<file path="config.mk">
export PLATFORM = sky130hd
export DESIGN_NAME = host_queue
export DESIGN_NICKNAME = d
export VERILOG_FILES = /design/src/mem_hub_pkg.sv /design/src/host_queue.sv
export SDC_FILE = /design/constraint.sdc
export NUM_CORES = 1
export LEC_CHECK = 0
export ABC_AREA = 0
export BUFFER_PORTS_ARGS = -buffer_cell sky130_fd_sc_hd__buf_2
export CELL_PAD_IN_SITES_DETAIL_PLACEMENT = 0
export CELL_PAD_IN_SITES_GLOBAL_PLACEMENT = 1
export CORE_MARGIN = 4
export CORE_UTILIZATION = 30
export CTS_CLUSTER_DIAMETER = 100
export DETAILED_ROUTE_END_ITERATION = 12
export GPL_TIMING_DRIVEN = 0
export PLACE_DENSITY = 0.59
export SLEW_MARGIN = 15
export SYNTH_ARGS = -nofsm -noshare
export SYNTH_HDL_FRONTEND = slang
export SYNTH_SLANG_ARGS = --single-unit
</file>
<file path="constraint.sdc">
create_clock -name CLK_114 -period 4.91 [get_ports CLK_114]
set_input_delay 0.982 -clock CLK_114 [delete_from_list [all_inputs] [get_ports CLK_114]]
set_output_delay 0.982 -clock CLK_114 [all_outputs]
set_load 0.05 [all_outputs]
</file>
<file path="src/mem_hub_pkg.sv">
// Shared types and timing constants for the memory slot hub.
// A frame of FRAME_CYCLES clocks is split into slots of SLOT_CYCLES clocks,
// one memory access per slot. Modules refer to items here by scoped name.
`default_nettype none

package mem_hub_pkg;

  ////////////////////
  // widths
  ////////////////////
  localparam int ADDR_W = 10;                  // word address into the store
  localparam int DATA_W = 16;                  // memory word

  ////////////////////
  // frame timing
  ////////////////////
  localparam int SLOT_CYCLES  = 4;             // clocks per slot
  localparam int FRAME_CYCLES = 16;            // clocks per frame, four slots
  localparam int SLOT_BITS    = $clog2(SLOT_CYCLES);
  localparam int FRAME_BITS   = $clog2(FRAME_CYCLES);

  // host request queue depth, also the credit count the host starts with
  localparam int HOST_CREDITS = 4;
  localparam int HQ_PTR_W     = $clog2(HOST_CREDITS);

  typedef logic [ADDR_W-1:0]              addr_t;       // word address
  typedef logic [DATA_W-1:0]              data_t;       // data word
  typedef logic [DATA_W/8-1:0]            byte_en_t;    // bit1 upper, bit0 lower, active high
  typedef logic [FRAME_BITS-1:0]          frame_cnt_t;  // cycle within frame
  typedef logic [FRAME_BITS-SLOT_BITS-1:0] slot_phase_t; // slot number within frame
  typedef logic [HQ_PTR_W-1:0]            hq_ptr_t;     // queue slot index
  typedef logic [$clog2(HOST_CREDITS+1)-1:0] hq_cnt_t;  // queue occupancy 0..depth

  // slot owner, also the sequencer state
  typedef enum logic [1:0] {
    SLOT_IDLE = 2'd0,                          // nobody on the memory port
    SLOT_CHIP = 2'd1,                          // chipset dma
    SLOT_CPU  = 2'd2,                          // main cpu
    SLOT_HOST = 2'd3                           // host controller via queue
  } slot_e;

endpackage

`default_nettype wire

</file>
<file path="src/host_queue.sv">
// Request queue for the host port with credit flow control.
// The host starts with HOST_CREDITS credits and spends one per host_valid
// pulse; each entry popped toward memory returns one credit through a
// host_credit pulse in the next cycle. The head entry is always visible.
`timescale 1ns/100ps
`default_nettype none

module host_queue (
  input  logic                  CLK_114,
  input  logic                  rst_n,
  input  logic                  host_valid,
  input  logic                  host_we,
  input  mem_hub_pkg::addr_t    host_addr,
  input  mem_hub_pkg::data_t    host_wdata,
  input  mem_hub_pkg::byte_en_t host_be,
  input  logic                  hq_pop,
  output logic                  hq_pending,
  output logic                  hq_we,
  output mem_hub_pkg::addr_t    hq_addr,
  output mem_hub_pkg::data_t    hq_wdata,
  output mem_hub_pkg::byte_en_t hq_be,
  output logic                  host_credit
);

  ////////////////////
  // storage
  ////////////////////
  logic                  q_we    [mem_hub_pkg::HOST_CREDITS];
  mem_hub_pkg::addr_t    q_addr  [mem_hub_pkg::HOST_CREDITS];
  mem_hub_pkg::data_t    q_wdata [mem_hub_pkg::HOST_CREDITS];
  mem_hub_pkg::byte_en_t q_be    [mem_hub_pkg::HOST_CREDITS];

  mem_hub_pkg::hq_ptr_t  wr_ptr;             // next free entry
  mem_hub_pkg::hq_ptr_t  rd_ptr;             // head entry
  mem_hub_pkg::hq_cnt_t  count;              // entries held

  // entries land unconditionally, credits keep the queue from overflow
  always_ff @(posedge CLK_114) begin
    if (host_valid) begin
      q_we[wr_ptr]    <= host_we;
      q_addr[wr_ptr]  <= host_addr;
      q_wdata[wr_ptr] <= host_wdata;
      q_be[wr_ptr]    <= host_be;
    end
  end

  ////////////////////
  // pointers and credits
  ////////////////////
  always_ff @(posedge CLK_114) begin
    if (!rst_n) begin
      wr_ptr      <= '0;
      rd_ptr      <= '0;
      count       <= '0;
      host_credit <= 1'b0;
    end else begin
      if (host_valid) wr_ptr <= wr_ptr + 1'b1;   // depth is a power of two
      if (hq_pop)     rd_ptr <= rd_ptr + 1'b1;
      case ({host_valid, hq_pop})
        2'b10:   count <= count + 1'b1;
        2'b01:   count <= count - 1'b1;
        default: ;                           // none, or push and pop together
      endcase
      host_credit <= hq_pop;                 // one credit back per pop
    end
  end

  // head entry straight to the sequencer
  assign hq_pending = (count != '0);
  assign hq_we      = q_we[rd_ptr];
  assign hq_addr    = q_addr[rd_ptr];
  assign hq_wdata   = q_wdata[rd_ptr];
  assign hq_be      = q_be[rd_ptr];

endmodule

`default_nettype wire

</file>
==> impl_metrics.toml <==
[cts]
clkSinkCount = 126
cts_setup_buffers = 0
clk_latency_ns = 0.41
htree_levels = 4
clk_pin_slew_ns = 0.05
cts-root-buf = "clkbuf_16"
cts_buffers = 17
cts_resized = 0
cts_hold_buf = 0
max-clock-path-buffers = 2
cts_tree = "done"

[timing]
relSlewSlack = 0.548
min_period_ns = 2.90
drv_slew = 0
fin_skew_ns = 0.00495
clock.fmax_mhz = 345
rsz0062_at_grt = "no"
setup-tns-final_ns = 0
post-route-period-util = 0.590
setup_violations = 0
tightest_slew_ns = 0.677
hold_viol_final = 0

[layout]
final_util = 0.387
final_common_cell = "edfxtp_1"
finalInstanceArea_um2 = 5890
final_cell_mix = "edfxtp_1 (116), buf_2 (65), mux4_2 (28)"
drive_gt1_frac = 0.430
nNetsFinal = 319
instances_no_fill = 482
area_delta_synth_final_pct = 26.5

[routing]
drt_iter0_markers = 94
ant_nets = 0
dr_total_vias = 2155
first_pass_iters = 4
routed.top_layer = "met4"
wl_per_cell_um = 17.6
dr_wl_met3_um = 487
drc = 0
wl_met2_um = 4350
viasPerCell = 4.47
wl_met1_um = 3430
wl_um = 8460

[pwr]
p_leak_uw = 0.00204
vdd_drop_max_mv = 0.255
power_density_nw_per_um2 = 475
power_uw = 2800

[setup_path]
crit_buf_inv = 3
cp-end-kind = "primary output"
worst_path_largest_cell_delay_ns = 0.36
worst-endpoint-arrival_ns = 1.91
path_max_fanout = 10
slowest_stage = "mux4_2"
crit_top_cell = "buf_2"
r2r_start = "wr_ptr[0]"
path_class = "register to primary output"
cp-start-kind = "register"
cpLargestDelayFamily = "buffers and inverters"
crit_path_cell_trace = "buf_2 > buf_2 > mux4_2 > buf_2"
required_ns = 3.93

[global_routing]
antenna_found_initial = 0
grt_pass1_vias = 2446
gr-total-overflow = 0
grt_max_degree = 19
grt_pass1_wl_um = 13600
grtUsageTotal = 0.106

[logic_synthesis]
yosysWarnings = 0
syn_area_per_cell_um2 = 24.0
yosysSeqAreaShare = 0.791
syn_inst = 194
synth-seq-cells = 126
syn_nets = 233
synth.distinct_cells = 21
synth_area_um2 = 4650

[hold_path]
hold_class = "register to register"
worstHoldStart = "count[2]"

[floorplanning]
rows = 45
start_util = 0.306
core_area_um2 = 15200
die-area_um2 = 17600
pin_count = 64
dieHeight_um = 133
die_w_um = 133

[run]
max_cap_viol_count = 0

[outcome]
status = "completed"

[place]
hpwlAfterDp_um = 5620
place_congestion = 0.654
detailed_place.area_um2 = 5320
placedCellCount = 449
io_buffers = 63
==> worst register-to-register path, stage by stage, from the launching register on <==
cell	delay, ns
dfxtp_1	0.34
inv_1	0.09
ha_1	0.13
and2_2	0.42
buf_16	0.22
==> logic make-up (layout without fill, tap and decap cells) <==
logic type	after synthesis	count (layout)	synth area share
AO/OA/AOI/OAI	2	2	0.00269
XOR/XNOR	5	5	0.00941
adder cells (fa/ha/maj)	6	6	0.0177
buffers and inverters	9	108	0.0137
flip-flops	126	126	0.791
multiplexers	31	31	0.145
other	0	1	0
AND/OR/NAND/NOR	15	15	0.0196
==> registers in the layout (all words and copies together), names as in the netlist, named ones only <==
| register | count |
|---|---|
| count | 3 |
| host_credit | 1 |
| q_addr | 40 |
| q_be | 8 |
| q_wdata | 64 |
| q_we | 4 |
| rd_ptr | 2 |
| wr_ptr | 2 |
==> metal layers <==
metal  up-vias  track usage
met5         -            0
met4         0       0.0554
met3        15       0.0449
met2        57        0.175
met1      1114        0.116
li1        969            -
==> where the power goes <==
part	internal (µW)	leakage [µW]	switching (µW)
Combinational	122	0.000618	247
Sequential	1230	0.00115	15.3
Clock	783	0.000274	400
Total	2140	0.00204	662
==> cell type report <==
type	count	area [µm²]
diodes	1	2.50
plain buffers	6	52.6
flip-flops and latches	126	3680
well taps	188	235
inverters	3	11.3
fillers	1389	9320
repair buffers	67	425
clock buffers	21	440
multi-input cells	59	912
clock inverters	11	123
==> final timing paths <==
kind,to,slack (ns),cells after the start
worst min-delay path,count[2],0.49,2
worst min register to register,count[2],0.49,2
worst max register to register,q_wdata[0][12],3.39,4
worst max-delay path,hq_wdata[7],2.01,4
==> cells in the mapped netlist (all sizes together) <==
cell type	number	area (µm²)
a21boi	1	7.51
fa	1	20.0
nand2	1	3.75
or3	2	12.5
mux4	29	657
mux2i	2	20.0
inv	3	11.3
o21ai	1	5.00
ha	5	62.6
buf	5	48.8
dfxtp	10	200
edfxtp	116	3480
xor2	2	17.5
and2	10	62.6
xnor2	3	26.3
nor2b	2	12.5
clkbuf	1	3.75
==> through the flow <==
stage,hold WS (ns),setup slack (ns)
finish,0.490,2.01
global route,0.542,1.89
CTS,0.497,1.95
detailed placement,0.490,2.36
global placement,0.471,2.00
floorplan,0.460,2.62
Note: power is estimated with default switching activity, not from simulation.
