===== config.mk =====
export PLATFORM = sky130hd
export DESIGN_NAME = slot_timer
export DESIGN_NICKNAME = d
export VERILOG_FILES = /design/src/mem_hub_pkg.sv /design/src/slot_timer.sv
export SDC_FILE = /design/constraint.sdc
export NUM_CORES = 1
export LEC_CHECK = 0
export BUFFER_PORTS_ARGS = -buffer_cell sky130_fd_sc_hd__buf_2
export CAP_MARGIN = 10
export CELL_PAD_IN_SITES_DETAIL_PLACEMENT = 0
export CELL_PAD_IN_SITES_GLOBAL_PLACEMENT = 2
export CORE_AREA = 10 10 47 49
export DETAILED_ROUTE_END_ITERATION = 6
export DIE_AREA = 0 0 57 59
export GPL_ROUTABILITY_DRIVEN = 0
export PLACE_DENSITY_LB_ADDON = 0.1
export SLEW_MARGIN = 15
export SYNTH_ARGS = -nofsm -noshare
export SYNTH_HDL_FRONTEND = slang
export SYNTH_SLANG_ARGS = --single-unit

===== constraint.sdc =====
create_clock -name CLK_114 -period 1.3 [get_ports CLK_114]
set_input_delay 0.13 -clock CLK_114 [delete_from_list [all_inputs] [get_ports CLK_114]]
set_output_delay 0.13 -clock CLK_114 [all_outputs]
set_load 0.05 [all_outputs]

===== src/mem_hub_pkg.sv =====
// Shared types and timing constants for the memory slot hub.
// A frame of FRAME_CYCLES clocks is split into slots of SLOT_CYCLES clocks,
// one memory access per slot. Modules refer to items here by scoped name.
`default_nettype none

package mem_hub_pkg;

  ////////////////////
  // widths
  ////////////////////
  localparam int ADDR_W = 10;                  // word address into the store
  localparam int DATA_W = 16;                  // memory word

  ////////////////////
  // frame timing
  ////////////////////
  localparam int SLOT_CYCLES  = 4;             // clocks per slot
  localparam int FRAME_CYCLES = 16;            // clocks per frame, four slots
  localparam int SLOT_BITS    = $clog2(SLOT_CYCLES);
  localparam int FRAME_BITS   = $clog2(FRAME_CYCLES);

  // host request queue depth, also the credit count the host starts with
  localparam int HOST_CREDITS = 4;
  localparam int HQ_PTR_W     = $clog2(HOST_CREDITS);

  typedef logic [ADDR_W-1:0]              addr_t;       // word address
  typedef logic [DATA_W-1:0]              data_t;       // data word
  typedef logic [DATA_W/8-1:0]            byte_en_t;    // bit1 upper, bit0 lower, active high
  typedef logic [FRAME_BITS-1:0]          frame_cnt_t;  // cycle within frame
  typedef logic [FRAME_BITS-SLOT_BITS-1:0] slot_phase_t; // slot number within frame
  typedef logic [HQ_PTR_W-1:0]            hq_ptr_t;     // queue slot index
  typedef logic [$clog2(HOST_CREDITS+1)-1:0] hq_cnt_t;  // queue occupancy 0..depth

  // slot owner, also the sequencer state
  typedef enum logic [1:0] {
    SLOT_IDLE = 2'd0,                          // nobody on the memory port
    SLOT_CHIP = 2'd1,                          // chipset dma
    SLOT_CPU  = 2'd2,                          // main cpu
    SLOT_HOST = 2'd3                           // host controller via queue
  } slot_e;

endpackage

`default_nettype wire


===== src/slot_timer.sv =====
// Free running frame counter on CLK_114.
// Gives the slot number, a pulse in the first cycle of each slot and the
// 7 MHz enable in the first cycle of slot 0. The first clk7_en follows
// the release of rst_n by one cycle, then recurs every frame.
`timescale 1ns/100ps
`default_nettype none

module slot_timer (
  input  logic                     CLK_114,
  input  logic                     rst_n,
  output mem_hub_pkg::slot_phase_t slot_phase,
  output logic                     slot_start,
  output logic                     clk7_en
);

  mem_hub_pkg::frame_cnt_t cnt;              // cycle within frame

  ////////////////////
  // frame counter
  ////////////////////
  // held at the last count in reset so the first cycle after it is count 0
  always_ff @(posedge CLK_114) begin
    if (!rst_n) begin
      cnt <= mem_hub_pkg::frame_cnt_t'(mem_hub_pkg::FRAME_CYCLES - 1);
    end else if (cnt == mem_hub_pkg::frame_cnt_t'(mem_hub_pkg::FRAME_CYCLES - 1)) begin
      cnt <= '0;                             // frame wrap
    end else begin
      cnt <= cnt + 1'b1;
    end
  end

  ////////////////////
  // decode
  ////////////////////
  // upper bits count slots, lower bits count cycles inside a slot
  assign slot_phase = cnt[mem_hub_pkg::FRAME_BITS-1:mem_hub_pkg::SLOT_BITS];
  assign slot_start = (cnt[mem_hub_pkg::SLOT_BITS-1:0] == '0);   // first cycle of slot
  assign clk7_en    = slot_start && (slot_phase == '0);           // first cycle of frame

endmodule

`default_nettype wire


==> results of run 1 <==
-- metal layers --
metal,GRT usage (%),part of all wire [%]
met5,0,0
met4,5.034,0
met3,2.575,14
met2,4.186,45
met1,2.118,41
-- cell usage in the layout, fill, tap and decap left out, drive strengths merged, types with 2 or more instances in the layout --
cell,count
nand2,2
dfxtp,4
inv,3
buf,5
o21ai,2
clkbuf,3
ha,2
-- logic make-up (layout without fill, tap and decap cells) --
kind of cell | after synthesis | in the layout | synth area share [%]
flops | 4 | 4 | 41.56
simple gates | 5 | 5 | 14.94
compound gates | 4 | 4 | 12.34
buf+inv | 5 | 11 | 13.63
fa+ha+maj | 2 | 2 | 12.98
xor+xnor | 1 | 1 | 4.546
-- what timing repair did --
item | 4_1_cts | 5_1_grt
hold buffers | 0 | 0
setup buffers | 0 | 0
endpoints found under the setup margin | 1 | 1
resized for setup | 4 | 2
gates cloned | 0 | 0
-- final cells by class --
type	count	area [um^2]	share of cell area, %
inverters	3	11.26	4.054
well taps	16	20.02	7.207
repair buffers	5	31.28	11.26
clock buffers	3	22.52	8.108
multi-input cells	12	110.1	39.64
flip-flops and latches	4	82.58	29.73
-- power by group through the flow --
stage | Combinational, mW | Sequential, mW | Clock, mW
floorplan | 0.190 | 0.191 | 0
global placement | 0.196 | 0.205 | 0
detailed placement | 0.197 | 0.203 | 0
CTS | 0.200 | 0.204 | 0.162
global route | 0.215 | 0.211 | 0.172
finish | 0.196 | 0.204 | 0.152
-- metrics by stage --
stage | setup WS, ns | hold WS [ns] | power, mW | std cells | utilization [%]
floorplan | 0.005459 | 0.1919 | 0.3812 | 21 | -
global placement | 0.1732 | 0.3432 | 0.4009 | 40 | 17.59
detailed placement | 0.1812 | 0.3416 | 0.3999 | 40 | 17.59
CTS | 0.02153 | 0.09315 | 0.5663 | 43 | 19.82
global route | 0.009294 | 0.09234 | 0.5978 | 43 | 19.82
finish | 0.06911 | 0.1008 | 0.5518 | 43 | 19.82
-- worst max path at each step --
stage,startpoint,endpoint,slack [ns],depth (start not counted)
3_3_place_gp,cnt[0]$_SDFF_PN1_,clk7_en,0.17,4
5_1_grt,cnt[0]$_SDFF_PN1_,clk7_en,0.009,4
6_report,cnt[1]$_SDFF_PN1_,clk7_en,0.07,4
3_5_place_dp,cnt[1]$_SDFF_PN1_,clk7_en,0.18,4
4_1_cts,cnt[1]$_SDFF_PN1_,clk7_en,0.02,4
2_1_floorplan,cnt[1]$_SDFF_PN1_,clk7_en,0.005,3
==> out/qor.txt, run 1 <==
gr usage total: 3.101%
Avg Inst Size Synth: 9.175 um^2
ANT nets after route: 0
layout cells sized above 1: 59.26%
Worst path slowest cell: dfxtp_2
crit-path cells: inv_2 > ha_4 > nor3b_4 > buf_6
peak supply drop: 0.4945 mV
Sequential Power Share: 37.0%
PwrDens: 1987 nW/um^2
post-synthesis cell count: 21
remaining routing DRC violations: 0
first-pass GRT wire length: 724 um
status: finished, final reports clean
core footprint: 1401 um^2
die area: 3363 um^2
CP required: 1.17 ns
TritonCTS Buffers: 3
CTS clk-pin slew, worst paths: 0.04 ns
Crit path max-delay family: flip-flops
Yosys cell types: 13
Worst R2R End: cnt[3]$_SDFF_PN1_
n_diodes: 0
Reg2Reg Setup Slack: 0.28 ns
WP buf/inv: 2
max reg flops: 4
CTS tree: yes
initial antenna violation count: 0
Root Buffer: clkbuf_4
Ports: 6
top-count cell post-synth: dfxtp_1
Clk pwr share: 27.5%
FF+latch count, synth: 4
worst stage delay on the critical path: 0.33 ns
Least-Margin Pin Slew: 0.2642 ns
WS Path Type: register to primary output
Top Registers: cnt x4
worst r2r src: cnt[0]$_SDFF_PN1_
Mapped Nets: 25
Clock Path Buffers: 2
clock sinks: 4
combinational share of power: 35.5%
Sw Ratio: 40.68%
vias in the first global route: 190
hold_sp: rst_n
hold path cells: 2
most flop-heavy register: cnt
Max Cap Viol: 0
post-synthesis cell area: 192.7 um^2
maximum clock rate: 0.8124 GHz
Int Power: 327.3 uW
First-pass DRT Iterations: 4
leading area contributor after synthesis: dfxtp_1
CP endpoint kind: primary output
placed instance area: 246.5 um^2
Post-synth EDFFs: 0
Max Slew Vio Count: 0
share of the synthesized area in the top cell type: 41.56%
top post-synthesis cells by area: dfxtp_1 42%, ha_1 13%, buf_4 7.8%
fin crit share: 94.68%
Die X: 57 um
final hold viol count: 0
grt ovf: 0
Die Height: 59 um
ys async rst share: 0%
filler cell count: 164
leak pwr: 0.1322 nW
Psw: 224.5 uW
RSZ-0062 raised after global routing: no
port bufs: 5
Vias: 165
largest net degree at the start of global routing: 6
setup violators final: 0
setup TNS: 0 ns
register area share after synthesis: 41.56%
num rows: 14
Slew HR: 82.36%
worst hold path type: primary input to register
CP startpoint kind: register
Critical Path AT: 1.10 ns
FF-to-FF path depth: 4
post-route cell area: 277.8 um^2
hold endpoint: cnt[2]$_SDFF_PN1_
CP max FO: 4
Top FF cell, synth: dfxtp_1
Final Net Count: 33
Vias/cell: 3.837
overall routed net length: 432 um
Final Critical Period: 1.231 ns
H-tree depth: 1
drt wl/cell: 10.05 um
initial drt markers: 2
synth-to-layout area growth: 44.16%
Max Clock Skew: 0.0008224 ns
Ys Warns: 0
clk_lat worst skew: 0.23 ns
Starting Density: 13.75%
(Power assumes the default switching activity.)
==> run 2, diff against run 1 <==
--- a/config.mk
+++ b/config.mk
@@ -14,6 +14,7 @@
 export DIE_AREA = 0 0 57 59
 export GPL_ROUTABILITY_DRIVEN = 0
 export PLACE_DENSITY_LB_ADDON = 0.1
+export SETUP_SLACK_MARGIN = 0.1
 export SLEW_MARGIN = 15
 export SYNTH_ARGS = -nofsm -noshare
 export SYNTH_HDL_FRONTEND = slang
==> constraint.sdc (replaced) <==
create_clock -name CLK_114 -period 1.6 [get_ports CLK_114]
set_input_delay 0.16 -clock CLK_114 [delete_from_list [all_inputs] [get_ports CLK_114]]
set_output_delay 0.16 -clock CLK_114 [all_outputs]
set_load 0.05 [all_outputs]
==> run 2 against run 1 <==
  * Final cell count unchanged
  * Die area unchanged
  * Non-clock buffer count unchanged
  * Core utilization decreased by 1.3 points
  * Wire length decreased by 7.6%
  * Worst hold slack improved by 0.038 ns
  * First-iteration DRC count decreased by 100%
  * Final area decreased by 6.8%
  * Sequential power decreased by 22%
  * Count of clock-buffer cells in the layout unchanged
  * Largest power group unchanged
  * Critical path depth unchanged
==> out/qor.txt, run 2 (synthesis gave the netlist of run 1 again) <==
status: finished, final reports clean
leak pwr: 0.1340 nW
Final Critical Period: 1.394 ns
Top Registers: cnt x4
CTS clk-pin slew, worst paths: 0.04 ns
Critical Path AT: 1.23 ns
drt wl/cell: 9.279 um
PnR worst setup slack: 0.2062 ns
fin crit share: 87.11%
Slew HR: 82.42%
Max Clock Skew: 0.001394 ns
peak supply drop: 0.4712 mV
Max Slew Vio Count: 0
crit-path cells: inv_1 > ha_2 > nor3b_4 > buf_2
Die X: 57 um
commonest non-fill, non-tap cell in the layout: buf_2
initial antenna violation count: 0
Sw Ratio: 39.96%
RSZ-0062 raised after global routing: no
gr usage total: 2.844%
Vias/cell: 3.651
clock sinks: 4
Die Height: 59 um
Sequential Power Share: 37.1%
commonest non-fill, non-tap cells in the layout: 5 x buf_2, 4 x dfxtp_1, 3 x clkbuf_4
core footprint: 1401 um^2
setup violators final: 0
Starting Density: 13.75%
Clock Path Buffers: 2
port bufs: 5
setup TNS: 0 ns
TritonCTS Buffers: 3
final hold viol count: 0
area of the multi-input gates: 100.1 um^2
CP required: 1.44 ns
worst hold path type: primary input to register
Max Cap Viol: 0
CTS tree: yes
Int Power: 259.7 uW
combinational share of power: 34.8%
CP startpoint kind: register
WS Path Type: register to primary output
Ports: 6
setup bufs post-CTS: 0
num rows: 14
grt ovf: 0
worst stage delay on the critical path: 0.33 ns
largest net degree at the start of global routing: 6
filler cell count: 165
ANT nets after route: 0
first-pass GRT wire length: 634 um
Seq. cell area: 80.08 um^2
Resize count post-CTS: 0
synth-to-layout area growth: 34.42%
Vias: 157
Final Net Count: 33
First-pass DRT Iterations: 1
Clk pwr share: 28.2%
CTS Hold Bufs: 0
Root Buffer: clkbuf_4
CP max FO: 5
maximum clock rate: 0.7175 GHz
initial drt markers: 0
PwrDens: 1670 nW/um^2
H-tree depth: 1
clk_lat worst skew: 0.23 ns
Least-Margin Pin Slew: 0.2633 ns
setup slack at placement: 0.4271 ns
die area: 3363 um^2
remaining routing DRC violations: 0
vias in the first global route: 155
n_diodes: 0
max reg flops: 4
most flop-heavy register: cnt
CP endpoint kind: primary output
Worst path slowest cell: dfxtp_1
hpwl dp: 329.6 um
layout cells sized above 1: 44.44%
Psw: 172.8 uW
overall routed net length: 399 um
run 2: cell types whose count changed in the layout (fill, tap and decap cells not counted):
cell     change
buf_2        +1
buf_6        -1
dfxtp_1      +2
dfxtp_2      -2
ha_2         +1
ha_4         -1
inv_1        +2
inv_2        -2
run 2: power groups by stage:
stage | logic (mW) | registers [mW] | clock network (mW)
finish | 0.150 | 0.160 | 0.122
detailed placement | 0.153 | 0.163 | 0
floorplan | 0.146 | 0.155 | 0
CTS | 0.154 | 0.161 | 0.128
global route | 0.165 | 0.165 | 0.140
global placement | 0.153 | 0.164 | 0
run 2: worst max-delay path, delay by kind of cell (launching register included):
family | cells | cell delay, ns
buffers and inverters | 2 | 0.35
flip-flops | 1 | 0.33
adder cells (fa/ha/maj) | 1 | 0.17
AND/OR/NAND/NOR | 1 | 0.15
run 2: layout make-up:
cell class / instances / area share (%)
Inverter: 3 / 4.348
Multi-Input combinational cell: 12 / 38.65
Tap cell: 16 / 7.729
Timing Repair Buffer: 5 / 9.662
Clock buffer: 3 / 8.696
Sequential cell: 4 / 30.92
run 2: path summary, 6_finish.rpt:
path | from | endpoint | slack [ns] | cells past startpoint
worst max-delay path | cnt[0]$_SDFF_PN1_ | clk7_en | 0.21 | 4
worst min-delay path | rst_n | cnt[2]$_SDFF_PN1_ | 0.14 | 2
worst max register to register | cnt[0]$_SDFF_PN1_ | cnt[3]$_SDFF_PN1_ | 0.56 | 4
worst min register to register | cnt[1]$_SDFF_PN1_ | cnt[3]$_SDFF_PN1_ | 0.53 | 2
run 2: per-stage QoR:
| step | hold WS, ns | util, % | power (mW) | std cells | instance area [um^2] |
|---|---|---|---|---|---|
| final | 0.1386 | 18.48 | 0.4325 | 43 | 259.0 |
| after global routing | 0.1212 | 18.48 | 0.4696 | 43 | 259.0 |
| after CTS | 0.1305 | 18.48 | 0.4433 | 43 | 259.0 |
| after detailed placement | 0.3739 | 16.88 | 0.3158 | 40 | 236.5 |
| after global placement | 0.3756 | 16.88 | 0.3177 | 40 | 236.5 |
| after floorplan | 0.2219 | - | 0.3011 | 21 | 206.4 |
run 2: routing by layer:
layer  global-route usage, %  vias up  part of all wire (%)
met5                       0        -                     0
met4                   1.007        0                     0
met3                   4.721        0                    12
met2                   3.566        6                    43
met1                   2.120       72                    45
li1                        -       79                     -
