<file path="src/mem_hub_pkg.sv">
// Shared types and timing constants for the memory slot hub.
// A frame of FRAME_CYCLES clocks is split into slots of SLOT_CYCLES clocks,
// one memory access per slot. Modules refer to items here by scoped name.
`default_nettype none

package mem_hub_pkg;

  ////////////////////
  // widths
  ////////////////////
  localparam int ADDR_W = 10;                  // word address into the store
  localparam int DATA_W = 16;                  // memory word

  ////////////////////
  // frame timing
  ////////////////////
  localparam int SLOT_CYCLES  = 4;             // clocks per slot
  localparam int FRAME_CYCLES = 16;            // clocks per frame, four slots
  localparam int SLOT_BITS    = $clog2(SLOT_CYCLES);
  localparam int FRAME_BITS   = $clog2(FRAME_CYCLES);

  // host request queue depth, also the credit count the host starts with
  localparam int HOST_CREDITS = 4;
  localparam int HQ_PTR_W     = $clog2(HOST_CREDITS);

  typedef logic [ADDR_W-1:0]              addr_t;       // word address
  typedef logic [DATA_W-1:0]              data_t;       // data word
  typedef logic [DATA_W/8-1:0]            byte_en_t;    // bit1 upper, bit0 lower, active high
  typedef logic [FRAME_BITS-1:0]          frame_cnt_t;  // cycle within frame
  typedef logic [FRAME_BITS-SLOT_BITS-1:0] slot_phase_t; // slot number within frame
  typedef logic [HQ_PTR_W-1:0]            hq_ptr_t;     // queue slot index
  typedef logic [$clog2(HOST_CREDITS+1)-1:0] hq_cnt_t;  // queue occupancy 0..depth

  // slot owner, also the sequencer state
  typedef enum logic [1:0] {
    SLOT_IDLE = 2'd0,                          // nobody on the memory port
    SLOT_CHIP = 2'd1,                          // chipset dma
    SLOT_CPU  = 2'd2,                          // main cpu
    SLOT_HOST = 2'd3                           // host controller via queue
  } slot_e;

endpackage

`default_nettype wire

</file>
<file path="src/slot_sequencer.sv">
// Slot arbiter and memory port driver.
// At each slot start an owner is chosen: slot 0 goes to the chipset, slots
// 1 and 3 favour the CPU, slot 2 favours the host, an idle favourite hands
// the slot on. The access goes out in the slot start cycle, read data is
// back one cycle later and the response pulse comes two cycles later.
`timescale 1ns/100ps
`default_nettype none

module slot_sequencer (
  input  logic                     CLK_114,
  input  logic                     rst_n,
  input  mem_hub_pkg::slot_phase_t slot_phase,
  input  logic                     slot_start,
  input  logic                     chip_req,
  input  logic                     chip_we,
  input  mem_hub_pkg::addr_t       chip_addr,
  input  mem_hub_pkg::data_t       chip_wdata,
  input  mem_hub_pkg::byte_en_t    chip_be,
  output logic                     chip_done,
  output mem_hub_pkg::data_t       chip_rdata,
  input  logic                     cpu_req,
  input  logic                     cpu_we,
  input  mem_hub_pkg::addr_t       cpu_addr,
  input  mem_hub_pkg::data_t       cpu_wdata,
  input  mem_hub_pkg::byte_en_t    cpu_be,
  output logic                     cpu_ack,
  output mem_hub_pkg::data_t       cpu_rdata,
  input  logic                     hq_pending,
  input  logic                     hq_we,
  input  mem_hub_pkg::addr_t       hq_addr,
  input  mem_hub_pkg::data_t       hq_wdata,
  input  mem_hub_pkg::byte_en_t    hq_be,
  output logic                     hq_pop,
  output logic                     host_rd_valid,
  output mem_hub_pkg::data_t       host_rdata,
  output logic                     mem_en,
  output logic                     mem_we,
  output mem_hub_pkg::addr_t       mem_addr,
  output mem_hub_pkg::data_t       mem_wdata,
  output mem_hub_pkg::byte_en_t    mem_be,
  input  mem_hub_pkg::data_t       mem_rdata
);

  mem_hub_pkg::slot_e grant;                 // owner picked this cycle
  mem_hub_pkg::slot_e state;                 // owner of the running slot
  mem_hub_pkg::slot_e own_q2;                // owner whose response is due
  logic               first_q;               // cycle after slot start
  logic               we_q1, we_q2;          // access direction down the pipe
  mem_hub_pkg::data_t rd_q;                  // captured read word

  ////////////////////
  // slot arbitration
  ////////////////////
  always_comb begin
    grant = mem_hub_pkg::SLOT_IDLE;
    if (slot_start) begin
      case (slot_phase)
        2'd0: begin                          // chipset slot, sampled at frame start
          if (chip_req)        grant = mem_hub_pkg::SLOT_CHIP;
          else if (cpu_req)    grant = mem_hub_pkg::SLOT_CPU;
          else if (hq_pending) grant = mem_hub_pkg::SLOT_HOST;
        end
        2'd2: begin                          // host first
          if (hq_pending)      grant = mem_hub_pkg::SLOT_HOST;
          else if (cpu_req)    grant = mem_hub_pkg::SLOT_CPU;
        end
        default: begin                       // slots 1 and 3, cpu first
          if (cpu_req)         grant = mem_hub_pkg::SLOT_CPU;
          else if (hq_pending) grant = mem_hub_pkg::SLOT_HOST;
        end
      endcase
    end
  end

  // memory port mux, live only in the slot start cycle
  always_comb begin
    mem_we    = 1'b0;
    mem_addr  = '0;
    mem_wdata = '0;
    mem_be    = '0;
    case (grant)
      mem_hub_pkg::SLOT_CHIP: begin
        mem_we = chip_we;  mem_addr = chip_addr;
        mem_wdata = chip_wdata;  mem_be = chip_be;
      end
      mem_hub_pkg::SLOT_CPU: begin
        mem_we = cpu_we;  mem_addr = cpu_addr;
        mem_wdata = cpu_wdata;  mem_be = cpu_be;
      end
      mem_hub_pkg::SLOT_HOST: begin
        mem_we = hq_we;  mem_addr = hq_addr;
        mem_wdata = hq_wdata;  mem_be = hq_be;
      end
      default: ;
    endcase
  end

  assign mem_en = (grant != mem_hub_pkg::SLOT_IDLE);
  assign hq_pop = (grant == mem_hub_pkg::SLOT_HOST);   // head leaves the queue now

  ////////////////////
  // owner pipeline
  ////////////////////
  // stage 1 is state while first_q, stage 2 is own_q2
  always_ff @(posedge CLK_114) begin
    if (!rst_n) begin
      state   <= mem_hub_pkg::SLOT_IDLE;
      first_q <= 1'b0;
      own_q2  <= mem_hub_pkg::SLOT_IDLE;
    end else begin
      if (slot_start) state <= grant;      // held for the whole slot
      first_q <= slot_start;
      own_q2  <= first_q ? state : mem_hub_pkg::SLOT_IDLE;
    end
  end

  always_ff @(posedge CLK_114) begin
    we_q1 <= mem_we;
    we_q2 <= we_q1;
    if (first_q) rd_q <= mem_rdata;          // store word valid at s+1
  end

  // responses at s+2, one shared data word
  assign chip_done     = (own_q2 == mem_hub_pkg::SLOT_CHIP);
  assign cpu_ack       = (own_q2 == mem_hub_pkg::SLOT_CPU);
  assign host_rd_valid = (own_q2 == mem_hub_pkg::SLOT_HOST) && !we_q2;   // reads only
  assign chip_rdata    = rd_q;
  assign cpu_rdata     = rd_q;
  assign host_rdata    = rd_q;

endmodule

`default_nettype wire

</file>
<file path="config.mk">
export PLATFORM = sky130hd
export DESIGN_NAME = slot_sequencer
export DESIGN_NICKNAME = d
export VERILOG_FILES = /design/src/mem_hub_pkg.sv /design/src/slot_sequencer.sv
export SDC_FILE = /design/constraint.sdc
export NUM_CORES = 1
export LEC_CHECK = 0
export ABC_AREA = 1
export ABC_CLOCK_PERIOD_IN_PS = 2100
export BUFFER_PORTS_ARGS = -buffer_cell sky130_fd_sc_hd__buf_2
export CAP_MARGIN = 20
export CORE_AREA = 2 2 74 76
export CTS_BUF_LIST = sky130_fd_sc_hd__clkbuf_8 sky130_fd_sc_hd__clkbuf_16
export DETAILED_ROUTE_END_ITERATION = 6
export DIE_AREA = 0 0 76 78
export GPL_ROUTABILITY_DRIVEN = 1
export PLACE_DENSITY = 0.87
export SKIP_CTS_REPAIR_TIMING = 1
export SKIP_LAST_GASP = 1
export SYNTH_ARGS = -nofsm -noshare
export SYNTH_HDL_FRONTEND = slang
export SYNTH_SLANG_ARGS = --single-unit
</file>
<file path="constraint.sdc">
create_clock -name CLK_114 -period 2.1 [get_ports CLK_114]
set_input_delay 0.105 -clock CLK_114 [delete_from_list [all_inputs] [get_ports CLK_114]]
set_output_delay 0.105 -clock CLK_114 [all_outputs]
set_load 0.01 [all_outputs]
</file>
==> results.yml, run 1 <==
global_routing:
  overflow: 0
  grt_pass1_vias: 2093
  grt_pass1_wl_um: 9470
  grt_use_total: 0.190
  grt_max_degree: 59
  antenna_found_initial: 0
cts:
  cts.path.max_buffers: 2
  cts_tree: "yes"
  clk_latency_ns: 0.25
  cts_buffers: 3
  cts_num_sinks: 23
  cts-root-buf: "clkbuf_8"
  cts_max_level: 1
  clk_pin_slew_ns: 0.07
logic_synthesis:
  yosysUniqueCellTypes: 16
  ys_seq_elements: 23
  synthCells: 228
  syn_nets: 339
  avgSynthCellArea_um2: 7.84
  synthesis.area_um2: 1790
  synth_seq_area_share: 0.347
  ys.warnings.count: 0
layout:
  stdcell_area_um2: 2590
  n_antenna_cell: 0
  drive_gt1_frac: 0.552
  nNetsFinal: 485
  fillers: 471
  syn2layout_area_growth_pct: 45.2
sta:
  fin_skew_ns: 0.00207
  min_period_ns: 1.54
  max_slew_margin: 0.540
  setup_viol: 0
  rsz0062_at_grt: "false"
  drv_slew: 0
  worst-slew-pin-transition_ns: 0.689
  fin_crit_sh: 0.734
  hold_viol_final: 0
  max_freq_ghz: 0.649
  setup_tns_ns: 0
pwr:
  vdd_drop_max_mv: 0.171
  power_leakage_uw: 0.00138
  power_per_cell_area_nw_per_um2: 467
floorplanning:
  die-area_um2: 5930
  fp-row-count: 26
  start_util: 0.354
  die-height_um: 78
  dieWidth_um: 76
  io_pins: 193
  core_region_area_um2: 5040
place:
  globalplace.congestion: 0.738
  place_area_um2: 2550
  hpwl_um: 4750
  port_buffers: 192
setup_path:
  worstSetupPathType: "in2out"
  crit_fanout: 46
  worstPathArrival_ns: 1.44
  critPathLaunchType: "input pin"
  worst_path_max_delay_cell: "a21oi_4"
  endpoint_kind: "primary output"
  cp_cell_sequence: "buf_2 > inv_2 > nand3_1 > a21oi_4 > buf_12 > nand4_1 > nand3_1 > buf_2"
  cp_data_required_time_ns: 2.00
  critPathMaxStageDelay_ns: 0.38
detailed_routing:
  ant_nets: 0
  avgRoutedWirePerCell_um: 13.5
  finalWirelength_um: 5970
  drcViolationCount: 0
  viasPerCell: 5.19
  drt-pass1-iter-count: 4
  drtIter0Drc: 93
  vias: 2300
hold_path:
  hold_path.class: "in2reg"
run_status:
  status: "finished clean"
run:
  drv_cap: 0
state kept, by name (all words and copies together), names as in the netlist:
name / cells
state: 2
we_q1: 1
chip_rdata: 16
own_q2: 2
first_q: 1
we_q2: 1
per-layer routing:
metal	routed length [um]	GRT usage	vias up
met5	0	0	-
met4	151	0.0600	0
met3	549	0.0407	16
met2	3130	0.371	144
met1	2140	0.204	1026
li1	-	-	1114
cell families (layout without fill, tap and decap cells):
family	after synthesis	in the layout	synth area share
AOI/OAI and AO/OA	3	3	0.0105
buffers and inverters	65	210	0.225
DFF	23	23	0.347
and+or+nand+nor	137	137	0.417
cell type report:
cell class	instances	area [um2]	area share
sequential	23	621	0.239
clock inverter	1	5.00	0.00193
multi-input combinational	140	782	0.301
clock buffer	3	41.3	0.0159
timing repair buffer	197	1020	0.395
inverter	9	33.8	0.0130
tap	70	87.6	0.0338
path summary, 6_finish.rpt:
| kind | startpoint | end | slack [ns] | cells after the start |
|---|---|---|---|---|
| max | slot_phase[0] | mem_we | 0.56 | 8 |
| min reg2reg | we_q1$_DFF_P_ | we_q2$_DFF_P_ | 0.33 | 0 |
| min | mem_rdata[2] | chip_rdata[2]$_DFFE_PP_ | 0.02 | 1 |
| max reg2reg | first_q$_SDFF_PN0_ | chip_rdata[10]$_DFFE_PP_ | 0.96 | 0 |
where the power goes:
| group | switching [uW] | internal, uW | leakage (uW) |
|---|---|---|---|
| Clock | 122 | 132 | 0.0000255 |
| Sequential | 15.9 | 508 | 0.000208 |
| Combinational | 243 | 191 | 0.00115 |
| Total | 380 | 831 | 0.00138 |
stage by stage:
| step | cells | worst slack (ns) | total power, uW | hold slack (ns) | util |
|---|---|---|---|---|---|
| 3_5_place_dp | 439 | 0.543 | 971 | 0.284 | 0.505 |
| 4_1_cts | 443 | 0.538 | 1230 | 0.0154 | 0.514 |
| 5_1_grt | 443 | 0.391 | 1290 | 0.0115 | 0.514 |
| 2_1_floorplan | 228 | 1.05 | 776 | 0.198 | - |
| 6_report | 443 | 0.558 | 1210 | 0.0239 | 0.514 |
| 3_3_place_gp | 439 | 0.604 | 960 | 0.282 | 0.505 |
Yosys cell counts (all sizes together):
master,count,area (um2)
nand3,62,310
nand4,58,363
buf,50,345
edfxtp,16,480
inv,9,33.8
nand2,9,33.8
dfxtp,7,140
clkbuf,6,22.5
nor2,5,21.3
a21oi,3,18.8
and3,2,12.5
nor3,1,5.00
worst max-delay path, delay by kind of cell:
| kind | cells | cell delay (ns) |
|---|---|---|
| AO/OA/AOI/OAI | 1 | 0.38 |
| buffers and inverters | 4 | 0.55 |
| AND/OR/NAND/NOR | 3 | 0.38 |
cells in the final DEF (no fill, tap or decap):
cell and count:
nor3_1 1, clkbuf_8 3, nand3_2 1, nand3_1 61, inv_1 7, buf_4 3, edfxtp_1 16, and3_1 2
inv_2 2, buf_2 192, a21oi_4 1, a21oi_1 2, buf_12 2, dfxtp_1 7, nand4_1 58, nor2_4 1
clkinv_2 1, nor2_1 4, nand2_1 9
Note: power is estimated with default switching activity, not from simulation.
==> run 2: changes to the inputs <==
ABC_CLOCK_PERIOD_IN_PS = 1300   (was 2100)
CORE_AREA = not set   (was 2 2 74 76)
CORE_MARGIN = 1.5   (was not set)
CORE_UTILIZATION = 32   (was not set)
DIE_AREA = not set   (was 0 0 76 78)
PLACE_DENSITY = 0.84   (was 0.87)
clock period = 1.3 ns   (was 2.1 ns; I/O delays follow)
==> results.yml, run 2 (synthesized netlist as in run 1, its figures left out) <==
layout:
  final_cells: 473
  seq_area_um2: 621
  drive_gt1_frac: 0.559
  fillers: 513
  syn2layout_area_growth_pct: 67.8
  nNetsFinal: 513
  layout_common_cells: "buf_2 (192), nand3_1 (59), nand4_1 (58), edfxtp_1 (16), dlygate4sd3_1 (16)"
  multiInputGateArea_um2: 807
  n_antenna_cell: 0
  layout_commonest_cell: "buf_2"
  largest_register_ffs: 16
cts:
  cts_tree: "yes"
  cts_max_level: 1
  cts.path.max_buffers: 2
  cts_buffers: 3
  clk_pin_slew_ns: 0.08
  cts_num_sinks: 23
  clk_latency_ns: 0.25
  cts-root-buf: "clkbuf_8"
global_routing:
  antenna_found_initial: 0
  grt_max_degree: 59
  grt_pass1_vias: 1969
  grt_use_total: 0.174
  overflow: 0
  grt_pass1_wl_um: 8690
setup_path:
  critPathMaxStageDelay_ns: 0.17
  cp-endpoint: "mem_wdata[2]"
  worstRegToRegCells: 1
  worst_path_max_delay_cell: "clkbuf_16"
  crit_fanout: 21
  critPathLaunchType: "input pin"
  cp_common_cell: "buf_2"
  cp_cell_sequence: "buf_2 > inv_2 > nand2_2 > nor2_2 > nor2_4 > buf_12 > clkbuf_16 > nand4_1 > nand3_1 > buf_2"
  r2r_slack_ns: 0.41
  setup.worst_path.start: "slot_phase[0]"
  worstSetupPathType: "in2out"
  worstPathArrival_ns: 1.17
  r2r-start: "first_q$_SDFF_PN0_"
  endpoint_kind: "primary output"
  cp_data_required_time_ns: 1.24
  timing.rr.end: "chip_rdata[6]$_DFFE_PP_"
detailed_routing:
  viasPerCell: 5.16
  finalWirelength_um: 6570
  drt-pass1-iter-count: 4
  vias: 2441
  avgRoutedWirePerCell_um: 13.9
  ant_nets: 0
  drcViolationCount: 0
  drtIter0Drc: 107
floorplanning:
  start_util: 0.329
  io_pins: 193
  core_region_area_um2: 5440
  die-area_um2: 6040
  dieWidth_um: 77.7
  die-height_um: 77.7
  fp-row-count: 27
sta:
  drv_slew: 0
  fin_skew_ns: 0.00517
  fin_crit_sh: 0.950
  worst-slew-pin-transition_ns: 0.241
  max_freq_ghz: 0.809
  hold_viol_final: 0
  setup_viol: 0
  min_period_ns: 1.24
  setup_tns_ns: 0
  setup_slack_ns: 0.0645
  max_slew_margin: 0.839
place:
  globalplace.congestion: 0.758
  port_buffers: 192
  place_ws_ns: 0.0488
  placed_cells: 445
  hpwl_um: 4530
hold_path:
  hold_start: "rst_n"
  hold_path.class: "in2reg"
pwr:
  power_per_cell_area_nw_per_um2: 705
  vdd_drop_max_mv: 0.408
  power_leakage_uw: 0.00155
run:
  drv_cap: 0
run_status:
  status: "finished clean"
## run 2: cell types whose count changed in the layout (fill, tap and decap cells not counted), sizes merged
cell and change:
buf +8, clkbuf +4, clkinv -1, clkinvlp +1, dlygate4sd3 +16
## run 2: critical path: cells and delay by family
family | cells | cell delay (ns)
buffers and inverters | 5 | 0.64
AND/OR/NAND/NOR | 5 | 0.47
## run 2: metal layers
metal	global-route usage	part of all wire
met3	0.0329	0.080
met1	0.195	0.37
met2	0.338	0.55
met4	0.0345	0.0037
met5	0	0
## run 2: how the worst min path moves through the flow
stage               slack [ns]  cells past startpoint                 endpoint
floorplan                 0.16                      2       first_q$_SDFF_PN0_
global placement          0.24                      1  chip_rdata[9]$_DFFE_PP_
detailed placement        0.24                      1  chip_rdata[4]$_DFFE_PP_
CTS                      -0.02                      1  chip_rdata[9]$_DFFE_PP_
global route              0.07                      3       first_q$_SDFF_PN0_
finish                    0.03                      3       first_q$_SDFF_PN0_
## run 2: per-stage QoR
| step | total power, uW | hold slack, ns | cell area (um2) | utilization |
|---|---|---|---|---|
| 6_report | 2110 | 0.0340 | 3000 | 0.551 |
| 5_1_grt | 2220 | 0.0700 | 3000 | 0.551 |
| 4_1_cts | 2000 | -0.0232 | 2670 | 0.490 |
| 3_5_place_dp | 1590 | 0.243 | 2620 | 0.481 |
| 3_3_place_gp | 1580 | 0.242 | 2620 | 0.481 |
| 2_1_floorplan | 1250 | 0.158 | 1790 | - |
## run 2: cell type report
| type | instances | share of cell area |
|---|---|---|
| timing repair buffer | 225 | 0.466 |
| multi-input combinational | 140 | 0.269 |
| sequential | 23 | 0.207 |
| tap | 72 | 0.0301 |
| clock buffer | 3 | 0.0138 |
| inverter | 9 | 0.0113 |
| clock inverter | 1 | 0.00250 |
## run 2: power breakdown
part	switching, uW	internal [uW]	total (uW)
logic	437	420	857
registers	17.4	821	838
clock network	202	216	418
total	657	1460	2110
